## config.mk

```make
export PLATFORM = sky130hd
export DESIGN_NAME = fetchPcGen
export DESIGN_NICKNAME = d
export VERILOG_FILES = /design/src/hw/btbPkg.sv /design/src/hw/fetchPcGen.sv
export SDC_FILE = /design/constraint.sdc
export NUM_CORES = 1
export LEC_CHECK = 0
export BUFFER_PORTS_ARGS = -buffer_cell sky130_fd_sc_hd__buf_2
export CELL_PAD_IN_SITES_DETAIL_PLACEMENT = 1
export CELL_PAD_IN_SITES_GLOBAL_PLACEMENT = 2
export CORE_UTILIZATION = 25
export CTS_CLUSTER_DIAMETER = 40
export DETAILED_ROUTE_END_ITERATION = 6
export PLACE_DENSITY = 0.91
export SETUP_SLACK_MARGIN = 0.2
export SLEW_MARGIN = 20
export SYNTH_ARGS = -nofsm -noshare
export SYNTH_HDL_FRONTEND = slang
export SYNTH_SLANG_ARGS = --single-unit
```

## constraint.sdc

```tcl
create_clock -name clk -period 3.2 [get_ports clk]
set_input_delay 0.64 -clock clk [delete_from_list [all_inputs] [get_ports clk]]
set_output_delay 0.64 -clock clk [all_outputs]
set_load 0.1 [all_outputs]
```

## src/hw/btbPkg.sv

```systemverilog
// Shared definitions for the branch front end
// BTB geometry, reset PC, branch opcode and the structs passed between blocks
`default_nettype none

package btbPkg;

    // 4 byte instructions, the two low PC bits never take part in lookup
    // Tag plus index cover PC bits 31:2
    localparam int TAG_SIZE   = 20;
    localparam int INDEX_SIZE = 10;

    // First fetch address out of reset
    localparam logic [31:0] RESET_PC = 32'h0000_0000;

    // RV32 conditional branch major opcode
    localparam logic [6:0] OPCODE_BRANCH = 7'b1100011;

    // One stored BTB line
    typedef struct packed {
        logic                valid;
        logic [TAG_SIZE-1:0] tag;
        logic [2:0]          funct3;
        logic [31:0]         branchImm;
    } btbEntry;

    // Fetch-time lookup result
    typedef struct packed {
        logic        hit;
        logic [31:0] branchImm;
        logic [2:0]  funct3;
    } btbPrediction;

    // Install request issued from decode
    typedef struct packed {
        logic        write;
        logic [31:0] pc;
        logic [31:0] branchImm;
        logic [2:0]  funct3;
    } btbUpdate;

    // Fetched word with its PC and the prediction made for it
    typedef struct packed {
        logic [31:0]  pc;
        logic [31:0]  instr;
        btbPrediction prediction;
    } fetchRecord;

    // Fetch correction from decode
    typedef struct packed {
        logic        valid;
        logic [31:0] target;
    } redirectReq;

endpackage : btbPkg

`default_nettype wire

```

## src/hw/fetchPcGen.sv

```systemverilog
// Fetch address generator
// Holds the fetch PC and picks redirect, predicted target or PC+4 each cycle
`timescale 1ns/1ps
`default_nettype none

module fetchPcGen (
    input  logic                     clk,
    input  logic                     reset,
    input  logic [31:0]              instrF,
    input  btbPkg::btbPrediction     prediction,
    input  btbPkg::redirectReq       redirect,
    output logic [31:0]              pcF,
    output btbPkg::fetchRecord       fetchOut
);

    import btbPkg::*;

    logic [31:0] nextPc;
    logic [31:0] seqPc;
    logic [31:0] predPc;

    // Candidate addresses
    assign seqPc  = pcF + 32'd4;
    assign predPc = pcF + prediction.branchImm;

    // Fixed priority: decode correction beats BTB, BTB beats sequential
    always_comb begin
        if (redirect.valid) begin
            nextPc = redirect.target;
        end else if (prediction.hit) begin
            // Predicted taken on any hit
            nextPc = predPc;
        end else begin
            nextPc = seqPc;
        end
    end

    // Fetch PC advances every cycle, no stall path
    always_ff @(posedge clk or negedge reset) begin
        if (!reset) begin
            pcF <= RESET_PC;
        end else begin
            pcF <= nextPc;
        end
    end

    // Bundle the fetched word for decode
    // Prediction travels along so decode knows whether fetch already turned
    always_comb begin
        fetchOut.pc         = pcF;
        fetchOut.instr      = instrF;
        fetchOut.prediction = prediction;
    end

endmodule : fetchPcGen

`default_nettype wire

```

==> results.py <==
metrics = {
    "run_status": {
        "status": "finished clean",
    },
    "sta": {
        "setup_viol": 0,
        "maxSlewHeadroom": 0.4265,
        "grt_setup_unrepaired": "false",
        "timing.hold.ws_ps": 467.0,
        "worst_slew_pin_slew_ps": 860.3,
        "hold_viol_final": 0,
        "min_period_over_period": 0.8799,
        "fin_skew_ps": 6.371,
        "fmax_mhz": 355.1,
        "setup_ws_ps": 384.3,
        "setup_tns_ps": 0,
        "layout_min_cycle_time_ps": 2816,
        "slew_violations": 0,
    },
    "synth": {
        "postSynthCellCount": 593,
        "synth_top_family_by_area": "compound AO/OA/AOI/OAI gates",
        "ys_seq_area_frac": 0.1745,
        "synthTopCellsByArea": "dfrtp_1, buf_4, ha_1",
        "synth_common_cells": "buf_4, a21oi_1, nand2_1",
        "synth_top_area_cell": "dfrtp_1",
        "synth_compound_area_frac": 0.2236,
        "synth-seq-cells": 32,
        "synthArstFlopShare": 1.000,
        "yosysMostFrequentCell": "buf_4",
        "syn_nets": 729,
        "synth-edff-count": 0,
        "yosys.area_share.simple": 0.1835,
        "synth_xor_area_frac": 0.09160,
        "synth_top_area_frac": 0.1745,
        "synthesis.area_sq_um": 4589,
        "synth_area_per_cell_sq_um": 7.739,
        "synthMuxAreaShare": 0.02754,
        "synth-adder-area-share": 0.09160,
        "synthFlopType": "dfrtp_1",
        "synth_cell_type_count": 65,
        "yosysWarningCount": 0,
    },
    "setup_path": {
        "path_cells": "buf_2 -> ha_1 -> inv_1 -> fa_1 -> and2b_1 -> o2111ai_1 -> a21boi_2 -> a31oi_4 -> o31ai_4 -> a32oi_4 -> nor3_1 -> nor3_2",
        "cp.buffers_inverters": 2,
        "critical_path_required_ps": 3370,
        "critPathLaunchType": "primary input",
        "end_kind": "flop",
        "worstPathMaxFanout": 4,
        "cp.arrival_ps": 2980,
        "crit_type": "primary input to flop",
        "cp_slowest_cell": "fa_1",
        "max_stage_delay_ps": 400,
        "cpLargestDelayFamily": "compound AO/OA/AOI/OAI gates",
    },
    "layout": {
        "fin_util": 0.2817,
        "final_cells": 879,
        "largest_reg_flops": 32,
        "biggestRegsByFlops": "pcF (32)",
        "layout.nets": 785,
        "antenna_cells": 0,
        "drive_above_1_share": 0.3246,
        "regMostFlops": "pcF",
        "area_growth_pct": 10.28,
    },
    "job": {
        "maxCapViolCount": 0,
    },
    "global_routing": {
        "grt_overflow": 0,
        "grt.total_usage": 0.1655,
        "grt_pass1_wl_microns": 23920,
        "antenna_found_initial": 0,
        "grt_start_max_net_pins": 34,
        "grt_pass1_vias": 4351,
    },
    "floorplanning": {
        "die_h_microns": 137.5,
        "start_util": 0.2555,
        "die_w_microns": 137.5,
        "rows": 49,
        "coreArea_sq_um": 17960,
        "ios": 235,
        "dieArea_sq_um": 18900,
    },
    "clocking": {
        "htree_levels": 2,
        "cts_buffer_depth": 2,
        "worstSkewPairLatency_ps": 280,
        "cts_hold_buf": 0,
        "clk_pin_slew_worst_paths_ps": 60,
        "cts.sinks": 32,
        "ctsRootBufferMaster": "clkbuf_16",
        "cts_tree": "done",
        "cts_buffers": 5,
        "ctsResizeCount": 0,
        "cts_setup_buffers": 0,
    },
    "routing": {
        "vias": 4367,
        "dr.pass1.iters": 4,
        "first_iter_violations": 212,
        "wl_microns": 15460,
        "drc": 0,
        "viasPerCell": 4.968,
        "antenna_left": 0,
        "avgRoutedWirePerCell_microns": 17.58,
    },
    "worst_hold_path": {
        "holdCritPathClass": "primary input to async pin",
    },
    "place": {
        "placed_cells": 871,
        "finalWeightedCongestion": 0.8473,
        "hpwl_microns": 12290,
        "portBuffers": 164,
        "post-place-ws_ps": 75.24,
    },
    "power_and_ir_drop": {
        "p_per_area_nw_per_um2": 769.1,
        "power_leakage_nw": 2.340,
        "irDropWorstVdd_mv": 0.3613,
    },
}
==> worst paths after layout <==
| kind | to | from | cells past startpoint | slack (ps) |
|---|---|---|---|---|
| worst max-delay path | pcF[30]$_DFF_PN0_ | prediction[3] | 12 | 380 |
| worst min-delay path | pcF[10]$_DFF_PN0_ | reset | 1 | 470 |
| worst max register to register | pcF[30]$_DFF_PN0_ | pcF[0]$_DFFE_PN0P_ | 11 | 450 |
| worst min register to register | pcF[0]$_DFFE_PN0P_ | pcF[0]$_DFFE_PN0P_ | 2 | 610 |
| max in group asynchronous | pcF[1]$_DFFE_PN0P_ | reset | 1 | 2140 |
| min in group clk | pcF[8]$_DFF_PN0_ | redirect[8] | 3 | 570 |
==> worst reg2reg max path, stage by stage (launching register included) <==
cell and delay [ps]:
dfrtp_2 380, ha_1 170, inv_1 50, fa_1 400
and2b_1 230, o2111ai_1 140, a21boi_2 300, a31oi_4 150
o31ai_4 300, a32oi_4 190, nor3_1 260, nor3_2 70
==> stage by stage <==
stage | total power [mW] | instance area [sq um]
3_5_place_dp | 3.383 | 4912
6_report | 3.892 | 5061
5_1_grt | 4.108 | 5061
3_3_place_gp | 3.357 | 4912
2_1_floorplan | 3.175 | 4593
4_1_cts | 3.913 | 5061
==> cells in the final DEF (no fill, tap or decap), types with 3 or more instances in the layout <==
cell type  synthesis  routed
dfrtp_1           32      29
a22oi_1            3       3
a211oi_1          10      10
or3_1              4       4
nand2_1           44      44
mux2_2             5       5
nor2_1            43      43
ha_1              32      32
and3_1            13      13
o22ai_1            7       7
o221ai_1           3       3
o21ai_1            8       8
nand4_1           12      12
xor2_1            20      20
a21oi_2            4       4
xnor2_1           28      28
o211ai_1           3       3
inv_1             17      17
clkbuf_16          0       5
dfrtp_2            0       3
nor2b_1            7       7
o21a_1             3       3
nor4_1             3       3
o21ai_0           21      21
buf_2              4     164
buf_4            100      13
nor3_1             8       8
mux2i_1            7       7
and4_1             4       4
nand3_1           21      21
a21o_1            11      11
a21oi_1           55      55
==> cell type report <==
| class | count | area [sq um] |
|---|---|---|
| fillers | 2267 | 12900 |
| multi-input cells | 415 | 2835 |
| repair buffers | 177 | 918.4 |
| flip-flops and latches | 32 | 804.5 |
| well taps | 229 | 286.5 |
| clock buffers | 6 | 138.9 |
| inverters | 18 | 67.56 |
| clock inverters | 2 | 10.01 |
==> metal layers <==
metal  wire [microns]  global-route usage  vias to the layer above
met4              201             0.03602                        0
met5                0                   0                        -
met2             7442              0.2934                      160
met1             6881              0.2113                     2072
met3              931             0.02134                       22
li1                 -                   -                     2113
==> power breakdown <==
group | internal, mW | total, mW | switching [mW] | leakage (nW)
logic | 0.659 | 2.77 | 2.11 | 1.90
clock network | 0.307 | 0.511 | 0.203 | 0.0766
registers | 0.481 | 0.612 | 0.132 | 0.368
==> cell families (layout without fill, tap and decap cells) <==
group	after synthesis	after routing
simple gates	169	169
mux	12	12
buf+inv	146	203
fa+ha+maj	33	33
flops	32	32
xor+xnor	48	48
compound gates	153	153
Note: power is estimated with default switching activity, not from simulation.
