`src/hw/btbPkg.sv`:
```
// Shared definitions for the branch front end
// BTB geometry, reset PC, branch opcode and the structs passed between blocks
`default_nettype none

package btbPkg;

    // 4 byte instructions, the two low PC bits never take part in lookup
    // Tag plus index cover PC bits 31:2
    localparam int TAG_SIZE   = 20;
    localparam int INDEX_SIZE = 10;

    // First fetch address out of reset
    localparam logic [31:0] RESET_PC = 32'h0000_0000;

    // RV32 conditional branch major opcode
    localparam logic [6:0] OPCODE_BRANCH = 7'b1100011;

    // One stored BTB line
    typedef struct packed {
        logic                valid;
        logic [TAG_SIZE-1:0] tag;
        logic [2:0]          funct3;
        logic [31:0]         branchImm;
    } btbEntry;

    // Fetch-time lookup result
    typedef struct packed {
        logic        hit;
        logic [31:0] branchImm;
        logic [2:0]  funct3;
    } btbPrediction;

    // Install request issued from decode
    typedef struct packed {
        logic        write;
        logic [31:0] pc;
        logic [31:0] branchImm;
        logic [2:0]  funct3;
    } btbUpdate;

    // Fetched word with its PC and the prediction made for it
    typedef struct packed {
        logic [31:0]  pc;
        logic [31:0]  instr;
        btbPrediction prediction;
    } fetchRecord;

    // Fetch correction from decode
    typedef struct packed {
        logic        valid;
        logic [31:0] target;
    } redirectReq;

endpackage : btbPkg

`default_nettype wire

```
`src/hw/branchDecoder.sv`:
```
// Decode-stage branch detector
// Finds B-type branches that fetch missed, installs them and redirects fetch
`timescale 1ns/1ps
`default_nettype none

module branchDecoder (
    input  logic                     clk,
    input  logic                     reset,
    input  btbPkg::fetchRecord       fetchIn,
    output btbPkg::btbUpdate         update,
    output btbPkg::redirectReq       redirect,
    output logic [2:0]               predFunct3D
);

    import btbPkg::*;

    // Fetch/decode pipeline register
    fetchRecord fetchD;

    // Decoded fields of the held word
    logic [6:0]  opcodeD;
    logic [2:0]  funct3D;
    logic [31:0] immBD;
    logic        isBranchD;
    logic        missD;

    // Squash on redirect
    // The word fetched alongside the redirect is on the wrong path
    always_ff @(posedge clk or negedge reset) begin
        if (!reset) begin
            fetchD <= '0;
        end else if (redirect.valid) begin
            fetchD <= '0;
        end else begin
            fetchD <= fetchIn;
        end
    end

    // Field extraction
    assign opcodeD = fetchD.instr[6:0];
    assign funct3D = fetchD.instr[14:12];

    // B immediate: imm[12|10:5] in 31:25, imm[4:1|11] in 11:7
    // Bit 0 is always zero, sign taken from bit 31
    assign immBD = {
        {19{fetchD.instr[31]}},
        fetchD.instr[31],
        fetchD.instr[7],
        fetchD.instr[30:25],
        fetchD.instr[11:8],
        1'b0
    };

    // An all-zero squashed record never decodes as a branch
    assign isBranchD = (opcodeD == OPCODE_BRANCH);

    // Branch that fetch stepped past
    // A hit already steered fetch to the target, nothing to fix then
    assign missD = isBranchD && !fetchD.prediction.hit;

    // BTB install, same cycle as the redirect
    always_comb begin
        update.write     = missD;
        update.pc        = fetchD.pc;
        update.branchImm = immBD;
        update.funct3    = funct3D;
    end

    // Static predict-taken on first sight
    always_comb begin
        redirect.valid  = missD;
        redirect.target = fetchD.pc + immBD;
    end

    // Branch kind for issue, meaningful only when the held prediction hit
    assign predFunct3D = fetchD.prediction.funct3;

endmodule : branchDecoder

`default_nettype wire

```
`config.mk`:
```
export PLATFORM = sky130hd
export DESIGN_NAME = branchDecoder
export DESIGN_NICKNAME = d
export VERILOG_FILES = /design/src/hw/btbPkg.sv /design/src/hw/branchDecoder.sv
export SDC_FILE = /design/constraint.sdc
export NUM_CORES = 1
export LEC_CHECK = 0
export ABC_AREA = 0
export BUFFER_PORTS_ARGS = -buffer_cell sky130_fd_sc_hd__buf_2
export CORE_MARGIN = 2
export CORE_UTILIZATION = 50
export CTS_CLUSTER_DIAMETER = 40
export DETAILED_ROUTE_END_ITERATION = 10
export PLACE_DENSITY_LB_ADDON = 0.05
export SETUP_SLACK_MARGIN = 0.1
export SLEW_MARGIN = 0
export SYNTH_ARGS = -nofsm -noshare
export SYNTH_HDL_FRONTEND = slang
export SYNTH_SLANG_ARGS = --single-unit
```
`constraint.sdc`:
```
create_clock -name clk -period 5.9 [get_ports clk]
set_input_delay 0 -clock clk [delete_from_list [all_inputs] [get_ports clk]]
set_output_delay 0 -clock clk [all_outputs]
set_load 0.02 [all_outputs]
```
==> flow_metrics.py, run 1 <==
metrics = {
    "status": {
        "status": "complete, no violations",
    },
    "worst_setup_path": {
        "cp_slowest_stage_delay_ns": 0.43,
        "critical_path_buf_inv_count": 1,
        "worstPathArrival_ns": 3.06,
        "crit_chain": "ha_1 > fa_1 > a211oi_1 > o21ai_1 > nand4_1 > a21oi_2 > a221oi_4 > o21ai_1 > xor2_1 > buf_2",
        "setup.worst_path.end": "redirect[25]",
        "critPathRequiredTime_ns": 5.90,
        "crit_type": "flop to output port",
        "worstRegToRegCells": 4,
        "slowest_stage": "fa_1",
        "path_max_fanout": 3,
        "start_kind": "flop",
        "cp_top_family": "compound AO/OA/AOI/OAI gates",
        "rrSetupSlack_ns": 3.73,
        "crit_top_cell": "o21ai_1",
        "crit_path_end_kind": "output port",
        "worst-path-stages": 10,
        "crit_start": "update[4]",
        "r2r-end": "update[53]",
        "r2r-start": "fetchD[40]",
    },
    "layout": {
        "antenna_cells": 0,
        "n_fill_cell": 658,
        "fin_util_pct": 67.25,
        "synthToLayoutAreaGrowth_pct": 30.10,
        "layout.nets": 699,
        "finish.instance_area_mm2": 0.005224,
        "drive_gt1_share_pct": 33.86,
    },
    "synth": {
        "ys_seq_area_share_pct": 36.15,
        "synth.distinct_cells": 47,
        "synth_top_cell_by_area": "dfrtp_1",
        "synth.most_common_cell": "buf_4",
        "avgSynthCellArea_um2": 9.652,
        "synth_seq_cells": 58,
        "syn_nets": 549,
        "syn_area_mm2": 0.004015,
        "dominantRegCellSynth": "dfrtp_1",
        "synth_edf_count": 0,
        "synth_warnings": 0,
        "synth_top_cells_by_count": "73 x buf_4, 60 x and2_1, 58 x dfrtp_1",
        "yosys.area.top_type_share_pct": 36.15,
        "async_reset_ff_share_pct": 100.0,
        "synthCells": 416,
        "synth.area.top_cells": "dfrtp_1 36%, buf_4 14%, and2_1 9.3%, ha_1 9.3%, xnor2_1 3.9%",
    },
    "floorplan": {
        "initial_utilization_pct": 51.69,
        "io_pins": 206,
        "core_area_mm2": 0.007767,
        "design.die.area_mm2": 0.008763,
        "dieWidth_um": 93.61,
        "num_rows": 32,
        "die_h_um": 93.61,
    },
    "timing": {
        "holdWs_ns": 0.3324,
        "slew-limit-headroom_pct": 46.57,
        "min_period_ns": 3.063,
        "finalHoldViolCount": 0,
        "worstMarginPinSlew_ns": 0.7991,
        "skew_ns": 0.008257,
        "rsz0062_at_grt": "no",
        "final_max_slew_viol_count": 0,
        "setup_viol": 0,
        "finalSetupTns_ns": 0,
        "finalCritPeriodShare_pct": 51.91,
        "max_clock_freq_ghz": 0.3265,
    },
    "global_routing": {
        "grt_max_degree": 59,
        "grt_overflow": 0,
        "grt_pass1_wl_um": 15100,
        "track_usage_pct": 21.84,
        "first_global_vias": 3230,
        "grt_antenna_before_repair": 0,
    },
    "clocking": {
        "worst_skew_pair.late_latency_ns": 0.33,
        "post_cts_buffers": 0,
        "clkTransAtPathRegs_ns": 0.08,
        "cts_max_path_buffers": 2,
        "cts_made_buffers": 9,
        "clockRootBuffer": "clkbuf_8",
        "tritoncts": "yes",
        "htree_levels": 3,
        "clock_sinks": 58,
    },
    "run": {
        "max-cap-violations": 0,
    },
    "pwr": {
        "leakage_uw": 0.002587,
        "ir_drop_uv": 142.2,
        "p_per_area_mw_per_mm2": 255.0,
    },
    "routing": {
        "vias": 3307,
        "drc": 0,
        "wirelength_um": 9248,
        "ant_nets": 0,
        "routedWlPerCell_um": 13.76,
        "drt_iter0_markers": 52,
        "avgViaCountPerCell": 4.921,
        "dr.pass1.iters": 4,
    },
    "placed_design": {
        "place_congestion": 0.8250,
        "hpwl_um": 6554,
        "port_buffers": 162,
        "place_area_mm2": 0.004383,
    },
    "worst_hold_path": {
        "hp-class": "primary input to asynchronous set/reset pin",
    },
}
==> worst min path at each step <==
stage	startpoint	to	slack, ns	cells past startpoint
after floorplan	reset	fetchD[35]	-0.30	0
after global placement	reset	update[11]	0.18	2
after detailed placement	reset	update[11]	0.19	2
after CTS	reset	update[11]	0.36	3
after global routing	fetchIn[35]	fetchD[35]	0.40	3
final	reset	update[11]	0.33	3
==> logic make-up after synthesis <==
family	Yosys count	synth area share, %
buffers and inverters	90	15.24
other	1	0.09340
adder cells (fa/ha/maj)	31	9.847
AND/OR/NAND/NOR	117	16.02
flip-flops	58	36.15
XOR/XNOR	28	6.108
AO/OA/AOI/OAI	91	16.55
==> stage by stage <==
step	worst slack (ns)	total power, µW	instances
6_report	2.837	1332	672
5_1_grt	2.613	1405	672
4_1_cts	2.817	1344	672
3_3_place_gp	3.195	841.2	598
2_1_floorplan	3.072	748.8	416
3_5_place_dp	3.183	845.0	598
==> timing repair <==
action                                 in CTS  in global routing
gates resized for setup                     0                  0
endpoints found under the hold margin     116                  0
hold buffers                               59                  0
==> cells in the final DEF, fill, tap and decap left out, drive strengths merged, types with 5 or more instances in the layout <==
master | Yosys | routed
buf | 73 | 165
a21oi | 25 | 25
ha | 30 | 30
clkbuf | 12 | 11
and2 | 60 | 60
xnor2 | 18 | 18
o21a | 5 | 5
nor2 | 15 | 15
nand4 | 5 | 5
dlygate4sd3 | 0 | 59
nand2 | 23 | 23
inv | 5 | 5
a211oi | 5 | 5
o21ai | 15 | 15
a21o | 15 | 15
dfrtp | 58 | 58
xor2 | 10 | 10
==> routing by layer <==
layer	up-vias	share of wire (%)	global-route usage, %
met1	1516	44	27.21
met4	0	1.6	7.488
met2	116	48	37.23
met3	11	6.6	5.077
li1	1664	-	-
met5	-	0	0
==> sequential cells by signal, summed over array words and instances, names as in the netlist <==
register,flops
update,47
fetchD,8
predFunct3D,3
==> worst min-delay path, delay by kind of cell <==
family | cells | cell delay (ns)
buffers and inverters | 3 | 1.18
==> power breakdown <==
| part | internal, µW | switching [µW] | total [µW] |
|---|---|---|---|
| combinational | 182 | 256 | 438 |
| sequential | 418 | 10.3 | 429 |
| clock | 302 | 163 | 465 |
| total | 903 | 429 | 1330 |
==> layout make-up <==
cell class	count	area, µm²	share of cell area [%]
well taps	102	127.6	2.443
inverters	5	18.77	0.3593
flip-flops and latches	58	1451	27.78
clock inverters	4	98.84	1.892
multi-input cells	268	1952	37.37
clock buffers	11	151.4	2.898
repair buffers	224	1424	27.26
Power figures use the tool's default switching activity.
==> inputs of run 2 (changes only) <==
--- a/config.mk
+++ b/config.mk
@@ -5,10 +5,10 @@
 export SDC_FILE = /design/constraint.sdc
 export NUM_CORES = 1
 export LEC_CHECK = 0
-export ABC_AREA = 0
+export ABC_AREA = 1
 export BUFFER_PORTS_ARGS = -buffer_cell sky130_fd_sc_hd__buf_2
 export CORE_MARGIN = 2
-export CORE_UTILIZATION = 50
+export CORE_UTILIZATION = 49
 export CTS_CLUSTER_DIAMETER = 40
 export DETAILED_ROUTE_END_ITERATION = 10
 export PLACE_DENSITY_LB_ADDON = 0.05
==> constraint.sdc (replaced) <==
create_clock -name clk -period 3 [get_ports clk]
set_input_delay 0 -clock clk [delete_from_list [all_inputs] [get_ports clk]]
set_output_delay 0 -clock clk [all_outputs]
set_load 0.02 [all_outputs]
==> flow_metrics.py, run 2 <==
metrics = {
    "status": {
        "status": "complete, no violations",
    },
    "run": {
        "max-cap-violations": 0,
    },
    "routing": {
        "vias": 4439,
        "drt_iter0_markers": 131,
        "ant_nets": 0,
        "dr.pass1.iters": 5,
        "avgViaCountPerCell": 4.373,
        "drc": 0,
        "routedWlPerCell_um": 11.28,
        "wirelength_um": 11450,
    },
    "floorplan": {
        "num_rows": 36,
        "io_pins": 206,
        "core_area_mm2": 0.009594,
        "initial_utilization_pct": 49.79,
        "design.die.area_mm2": 0.01055,
        "dieWidth_um": 102.7,
        "die_h_um": 102.7,
    },
    "layout": {
        "synthToLayoutAreaGrowth_pct": 25.33,
        "layout.nets": 1010,
        "final_common_cell": "nand2_1",
        "mostFrequentLayoutCells": "202 x nand2_1, 162 x buf_2, 159 x inv_1",
        "drive_gt1_share_pct": 23.92,
        "finish.instance_area_mm2": 0.005987,
        "antenna_cells": 0,
        "largest_register_ffs": 47,
        "n_fill_cell": 895,
    },
    "synth": {
        "synth.most_common_cell": "nand2_1",
        "syn_area_mm2": 0.004777,
        "synth_edf_count": 0,
        "synth.distinct_cells": 24,
        "synthCells": 721,
        "syn_nets": 854,
        "avgSynthCellArea_um2": 6.626,
        "synth_top_cell_by_area": "dfrtp_1",
        "yosys.area.top_type_share_pct": 30.38,
        "ys_seq_area_share_pct": 30.38,
        "dominantRegCellSynth": "dfrtp_1",
        "async_reset_ff_share_pct": 100.0,
        "synth_top_cells_by_count": "202 x nand2_1, 159 x inv_1, 96 x nor2_1",
        "synth_warnings": 0,
        "synth.area.top_cells": "dfrtp_1 30%, nand2_1 16%, inv_1 12%, buf_4 12%, ha_1 7.9%",
        "synth_seq_cells": 58,
    },
    "timing": {
        "min_period_ns": 2.440,
        "slew-limit-headroom_pct": 61.82,
        "finalCritPeriodShare_pct": 81.33,
        "max_clock_freq_ghz": 0.4098,
        "final_max_slew_viol_count": 0,
        "holdWs_ns": 0.2017,
        "skew_ns": 0.007720,
        "rsz0062_at_grt": "no",
        "worstMarginPinSlew_ns": 0.5728,
        "finalSetupTns_ns": 0,
        "setup_viol": 0,
        "finalHoldViolCount": 0,
    },
    "clocking": {
        "clock_sinks": 58,
        "clockRootBuffer": "clkbuf_8",
        "htree_levels": 3,
        "post_cts_buffers": 0,
        "clkTransAtPathRegs_ns": 0.06,
        "cts_max_path_buffers": 2,
        "tritoncts": "yes",
        "cts_made_buffers": 9,
        "worst_skew_pair.late_latency_ns": 0.33,
    },
    "placed_design": {
        "hpwl_um": 8986,
        "place_area_mm2": 0.005200,
        "port_buffers": 162,
        "place_congestion": 0.9047,
    },
    "worst_setup_path": {
        "path_max_fanout": 4,
        "worstPathArrival_ns": 2.44,
        "start_kind": "flop",
        "crit_path_end_kind": "output port",
        "critPathRequiredTime_ns": 3.00,
        "crit_type": "flop to output port",
    },
    "worst_hold_path": {
        "hp-class": "primary input to asynchronous set/reset pin",
    },
    "global_routing": {
        "grt_overflow": 0,
        "grt_max_degree": 50,
        "grt_antenna_before_repair": 0,
        "first_global_vias": 4083,
        "track_usage_pct": 22.36,
        "grt_pass1_wl_um": 18250,
    },
    "pwr": {
        "ir_drop_uv": 350.5,
        "p_per_area_mw_per_mm2": 412.5,
        "design_power_total_uw": 2470,
        "leakage_uw": 0.003726,
    },
}
## run 2: cell count changes in the layout (fill, tap and decap cells not counted), moves of 6 or more
cell,before,now
nand2_1,23,202
inv_1,5,159
nor2_1,15,96
and2_1,60,0
xnor2_1,18,1
nand3_1,4,20
nand2_2,0,15
a21o_1,15,1
o21ai_0,8,0
o21ai_1,7,0
nand3_2,0,6
## run 2: worst paths after layout
| path | startpoint | endpoint | slack, ns | cells past startpoint |
|---|---|---|---|---|
| worst max-delay path | update[4] | redirect[29] | 0.56 | 13 |
| min in group clk | fetchIn[93] | update[60] | 0.42 | 4 |
| worst min-delay path | reset | update[35] | 0.20 | 2 |
| worst max register to register | fetchD[40] | update[37] | 1.27 | 4 |
| worst min register to register | fetchD[35] | update[61] | 0.58 | 2 |
| max in group asynchronous | reset | update[15] | 1.98 | 3 |
## run 2: final cells by class
cell class	instances	area, µm²	area share (%)
timing repair buffer	224	1424	23.78
inverter	160	600.6	10.03
tap	133	166.4	2.780
clock buffer	11	141.4	2.362
clock inverter	5	53.80	0.8986
multi-input combinational	424	2148	35.88
sequential	58	1453	24.26
## run 2: critical path: stages (launching register included)
cell     delay (ns)
dfrtp_1        0.38
ha_1           0.28
fa_1           0.48
nand3_1        0.13
nand3_2        0.08
nand2_1        0.08
nand2_2        0.08
nand2_1        0.08
nand2_2        0.07
nand2_1        0.11
nand2_1        0.06
nand2_1        0.06
nand2_1        0.05
buf_2          0.15
## run 2: kinds of logic after synthesis
family                   Yosys count  share of synthesized area (%)
AO/OA/AOI/OAI                     23                          2.724
XOR/XNOR                          16                          2.934
adder cells (fa/ha/maj)           31                          8.277
buffers and inverters            239                          24.78
flip-flops                        58                          30.38
other                              1                        0.07850
AND/OR/NAND/NOR                  353                          30.83
## run 2: per-layer routing
metal	vias up	global-route usage [%]	routed length (µm)
met1	1979	30.74	5437
met5	-	0	0
met2	110	36.95	5399
met3	4	3.254	555
met4	0	6.377	51
li1	2346	-	-
## run 2: per-stage QoR
step | worst slack (ns) | cells | utilization [%]
after CTS | 0.3512 | 1015 | 62.39
after floorplan | 0.6935 | 721 | -
after detailed placement | 0.7217 | 940 | 54.20
after global placement | 0.7329 | 940 | 54.20
after global routing | 0.3675 | 1015 | 62.40
final | 0.5601 | 1015 | 62.40
## run 2: power by group
| part | switching, µW | internal, µW |
|---|---|---|
| clock | 296 | 403 |
| sequential | 27.5 | 823 |
| combinational | 577 | 343 |
## run 2: what timing repair did
item	in CTS	in global routing
setup endpoints to repair	0	1
hold buffers	59	0
gates resized for setup	0	1
hold endpoints to repair	84	0
==> inputs of run 3 (changes only) <==
--- a/config.mk
+++ b/config.mk
@@ -8,7 +8,7 @@
 export ABC_AREA = 1
 export BUFFER_PORTS_ARGS = -buffer_cell sky130_fd_sc_hd__buf_2
 export CORE_MARGIN = 2
-export CORE_UTILIZATION = 49
+export CORE_UTILIZATION = 44
 export CTS_CLUSTER_DIAMETER = 40
 export DETAILED_ROUTE_END_ITERATION = 10
 export PLACE_DENSITY_LB_ADDON = 0.05
==> constraint.sdc (replaced) <==
create_clock -name clk -period 2.12 [get_ports clk]
set_input_delay 0 -clock clk [delete_from_list [all_inputs] [get_ports clk]]
set_output_delay 0 -clock clk [all_outputs]
set_load 0.02 [all_outputs]
==> flow_metrics.py, run 3 (synthesis results as in run 2) <==
metrics = {
    "status": {
        "status": "complete, but fails checks",
        "failed_checks": "setup timing",
    },
    "timing": {
        "min_period_ns": 2.238,
        "finalHoldViolCount": 0,
        "max_clock_freq_ghz": 0.4468,
        "slew-limit-headroom_pct": 51.75,
        "finalCritPeriodShare_pct": 105.6,
        "setup_viol": 17,
        "rsz0062_at_grt": "yes",
        "setup_slack_ns": -0.1181,
        "final_max_slew_viol_count": 0,
        "worstMarginPinSlew_ns": 0.7238,
        "finalSetupTns_ns": -1.103,
        "skew_ns": 0.01102,
    },
    "layout": {
        "synthToLayoutAreaGrowth_pct": 48.04,
        "layout.nets": 1034,
        "fin_util_pct": 66.11,
        "largest_register_ffs": 47,
        "final_common_cell": "nand2_1",
        "finish.instance_area_mm2": 0.007072,
        "mostFrequentLayoutCells": "149 x nand2_1, 147 x inv_1, 138 x buf_2",
        "antenna_cells": 0,
        "drive_gt1_share_pct": 40.00,
    },
    "floorplan": {
        "initial_utilization_pct": 44.65,
        "design.die.area_mm2": 0.01171,
        "io_pins": 206,
        "core_area_mm2": 0.01070,
        "dieWidth_um": 108.2,
        "die_h_um": 108.2,
        "num_rows": 38,
    },
    "placed_design": {
        "place_area_mm2": 0.005248,
        "hpwl_um": 9276,
        "port_buffers": 162,
        "place_congestion": 0.9158,
    },
    "routing": {
        "routedWlPerCell_um": 12.46,
        "drc": 0,
        "avgViaCountPerCell": 4.449,
        "drt_iter0_markers": 160,
        "wirelength_um": 13020,
        "vias": 4649,
        "ant_nets": 0,
        "dr.pass1.iters": 4,
    },
    "clocking": {
        "cts_max_path_buffers": 2,
        "htree_levels": 3,
        "clkTransAtPathRegs_ns": 0.07,
        "tritoncts": "yes",
        "worst_skew_pair.late_latency_ns": 0.34,
        "cts_made_buffers": 9,
        "clockRootBuffer": "clkbuf_8",
        "clock_sinks": 58,
    },
    "worst_hold_path": {
        "hp-class": "primary input to asynchronous set/reset pin",
    },
    "worst_setup_path": {
        "crit_path_end_kind": "output port",
        "start_kind": "flop",
        "critPathRequiredTime_ns": 2.12,
        "path_max_fanout": 10,
        "worstPathArrival_ns": 2.24,
        "crit_type": "flop to output port",
    },
    "pwr": {
        "p_per_area_mw_per_mm2": 561.5,
        "leakage_uw": 0.003981,
        "ir_drop_uv": 558.6,
    },
    "global_routing": {
        "grt_max_degree": 44,
        "track_usage_pct": 22.26,
        "grt_pass1_wl_um": 20360,
        "grt_overflow": 0,
        "grt_antenna_before_repair": 0,
        "first_global_vias": 4439,
    },
    "run": {
        "max-cap-violations": 0,
    },
}
run 3: cell count changes in the layout (fill, tap and decap cells not counted), sizes merged:
| cell | before | now |
|---|---|---|
| buf | 165 | 189 |
| clkinvlp | 0 | 1 |
| clkinv | 4 | 0 |
| clkbuf | 11 | 13 |
run 3: layout make-up:
type	count	area, µm²
clock inverters	2	37.54
multi-input cells	424	2898
fillers	893	3626
well taps	140	175.2
flip-flops and latches	58	1455
inverters	160	605.6
clock buffers	13	158.9
repair buffers	248	1742
run 3: what timing repair did:
| action | 4_1_cts | 5_1_grt |
|---|---|---|
| pin swaps | 14 | 30 |
| setup buffers | 8 | 11 |
| endpoints found under the setup margin | 24 | 25 |
| gates resized for setup | 130 | 84 |
| hold endpoints to repair | 89 | 0 |
| hold buffers | 59 | 0 |
run 3: worst max-delay path, stage by stage (launching register included):
cell	delay, ns
dfrtp_4	0.50
buf_12	0.18
ha_4	0.31
nand2_2	0.08
inv_2	0.08
nand2_4	0.07
nor3_4	0.14
nand2_1	0.07
nand2_1	0.08
xor2_1	0.20
buf_4	0.18
run 3: where the power goes:
group	internal, µW	total [µW]	switching [µW]	leakage (µW)
clock network	601	1020	422	0.0000957
registers	1170	1220	52.1	0.000676
logic	750	1730	980	0.00321
total	2520	3970	1450	0.00398
run 3: path summary, 6_finish.rpt:
kind                        startpoint           end  slack, ns  cells past startpoint
max                         update[15]  redirect[17]      -0.12                     10
min                              reset    update[39]       0.25                      2
max reg2reg                 fetchD[40]    fetchD[35]       0.71                      4
min reg2reg                 fetchD[35]    update[48]       0.72                      3
max in group asynchronous        reset    update[59]       1.18                      3
min in group clk           fetchIn[42]    fetchD[42]       0.41                      4
run 3: stage by stage:
stage	setup slack (ns)	instances	hold slack (ns)	total power, µW
finish	-0.1181	1045	0.2492	3971
global route	-0.2485	1045	0.3263	4196
floorplan	0.1346	721	-0.2956	2137
detailed placement	0.04142	952	0.09906	2460
global placement	0.06878	952	0.08146	2447
CTS	-0.1702	1034	0.2685	3802
run 3: layer usage:
metal	global-route usage (%)	share of wire [%]	wire length [µm]
met5	0	0	0
met4	5.861	1.9	244
met3	4.702	4.2	551
met2	36.93	47	6101
met1	29.56	47	6119
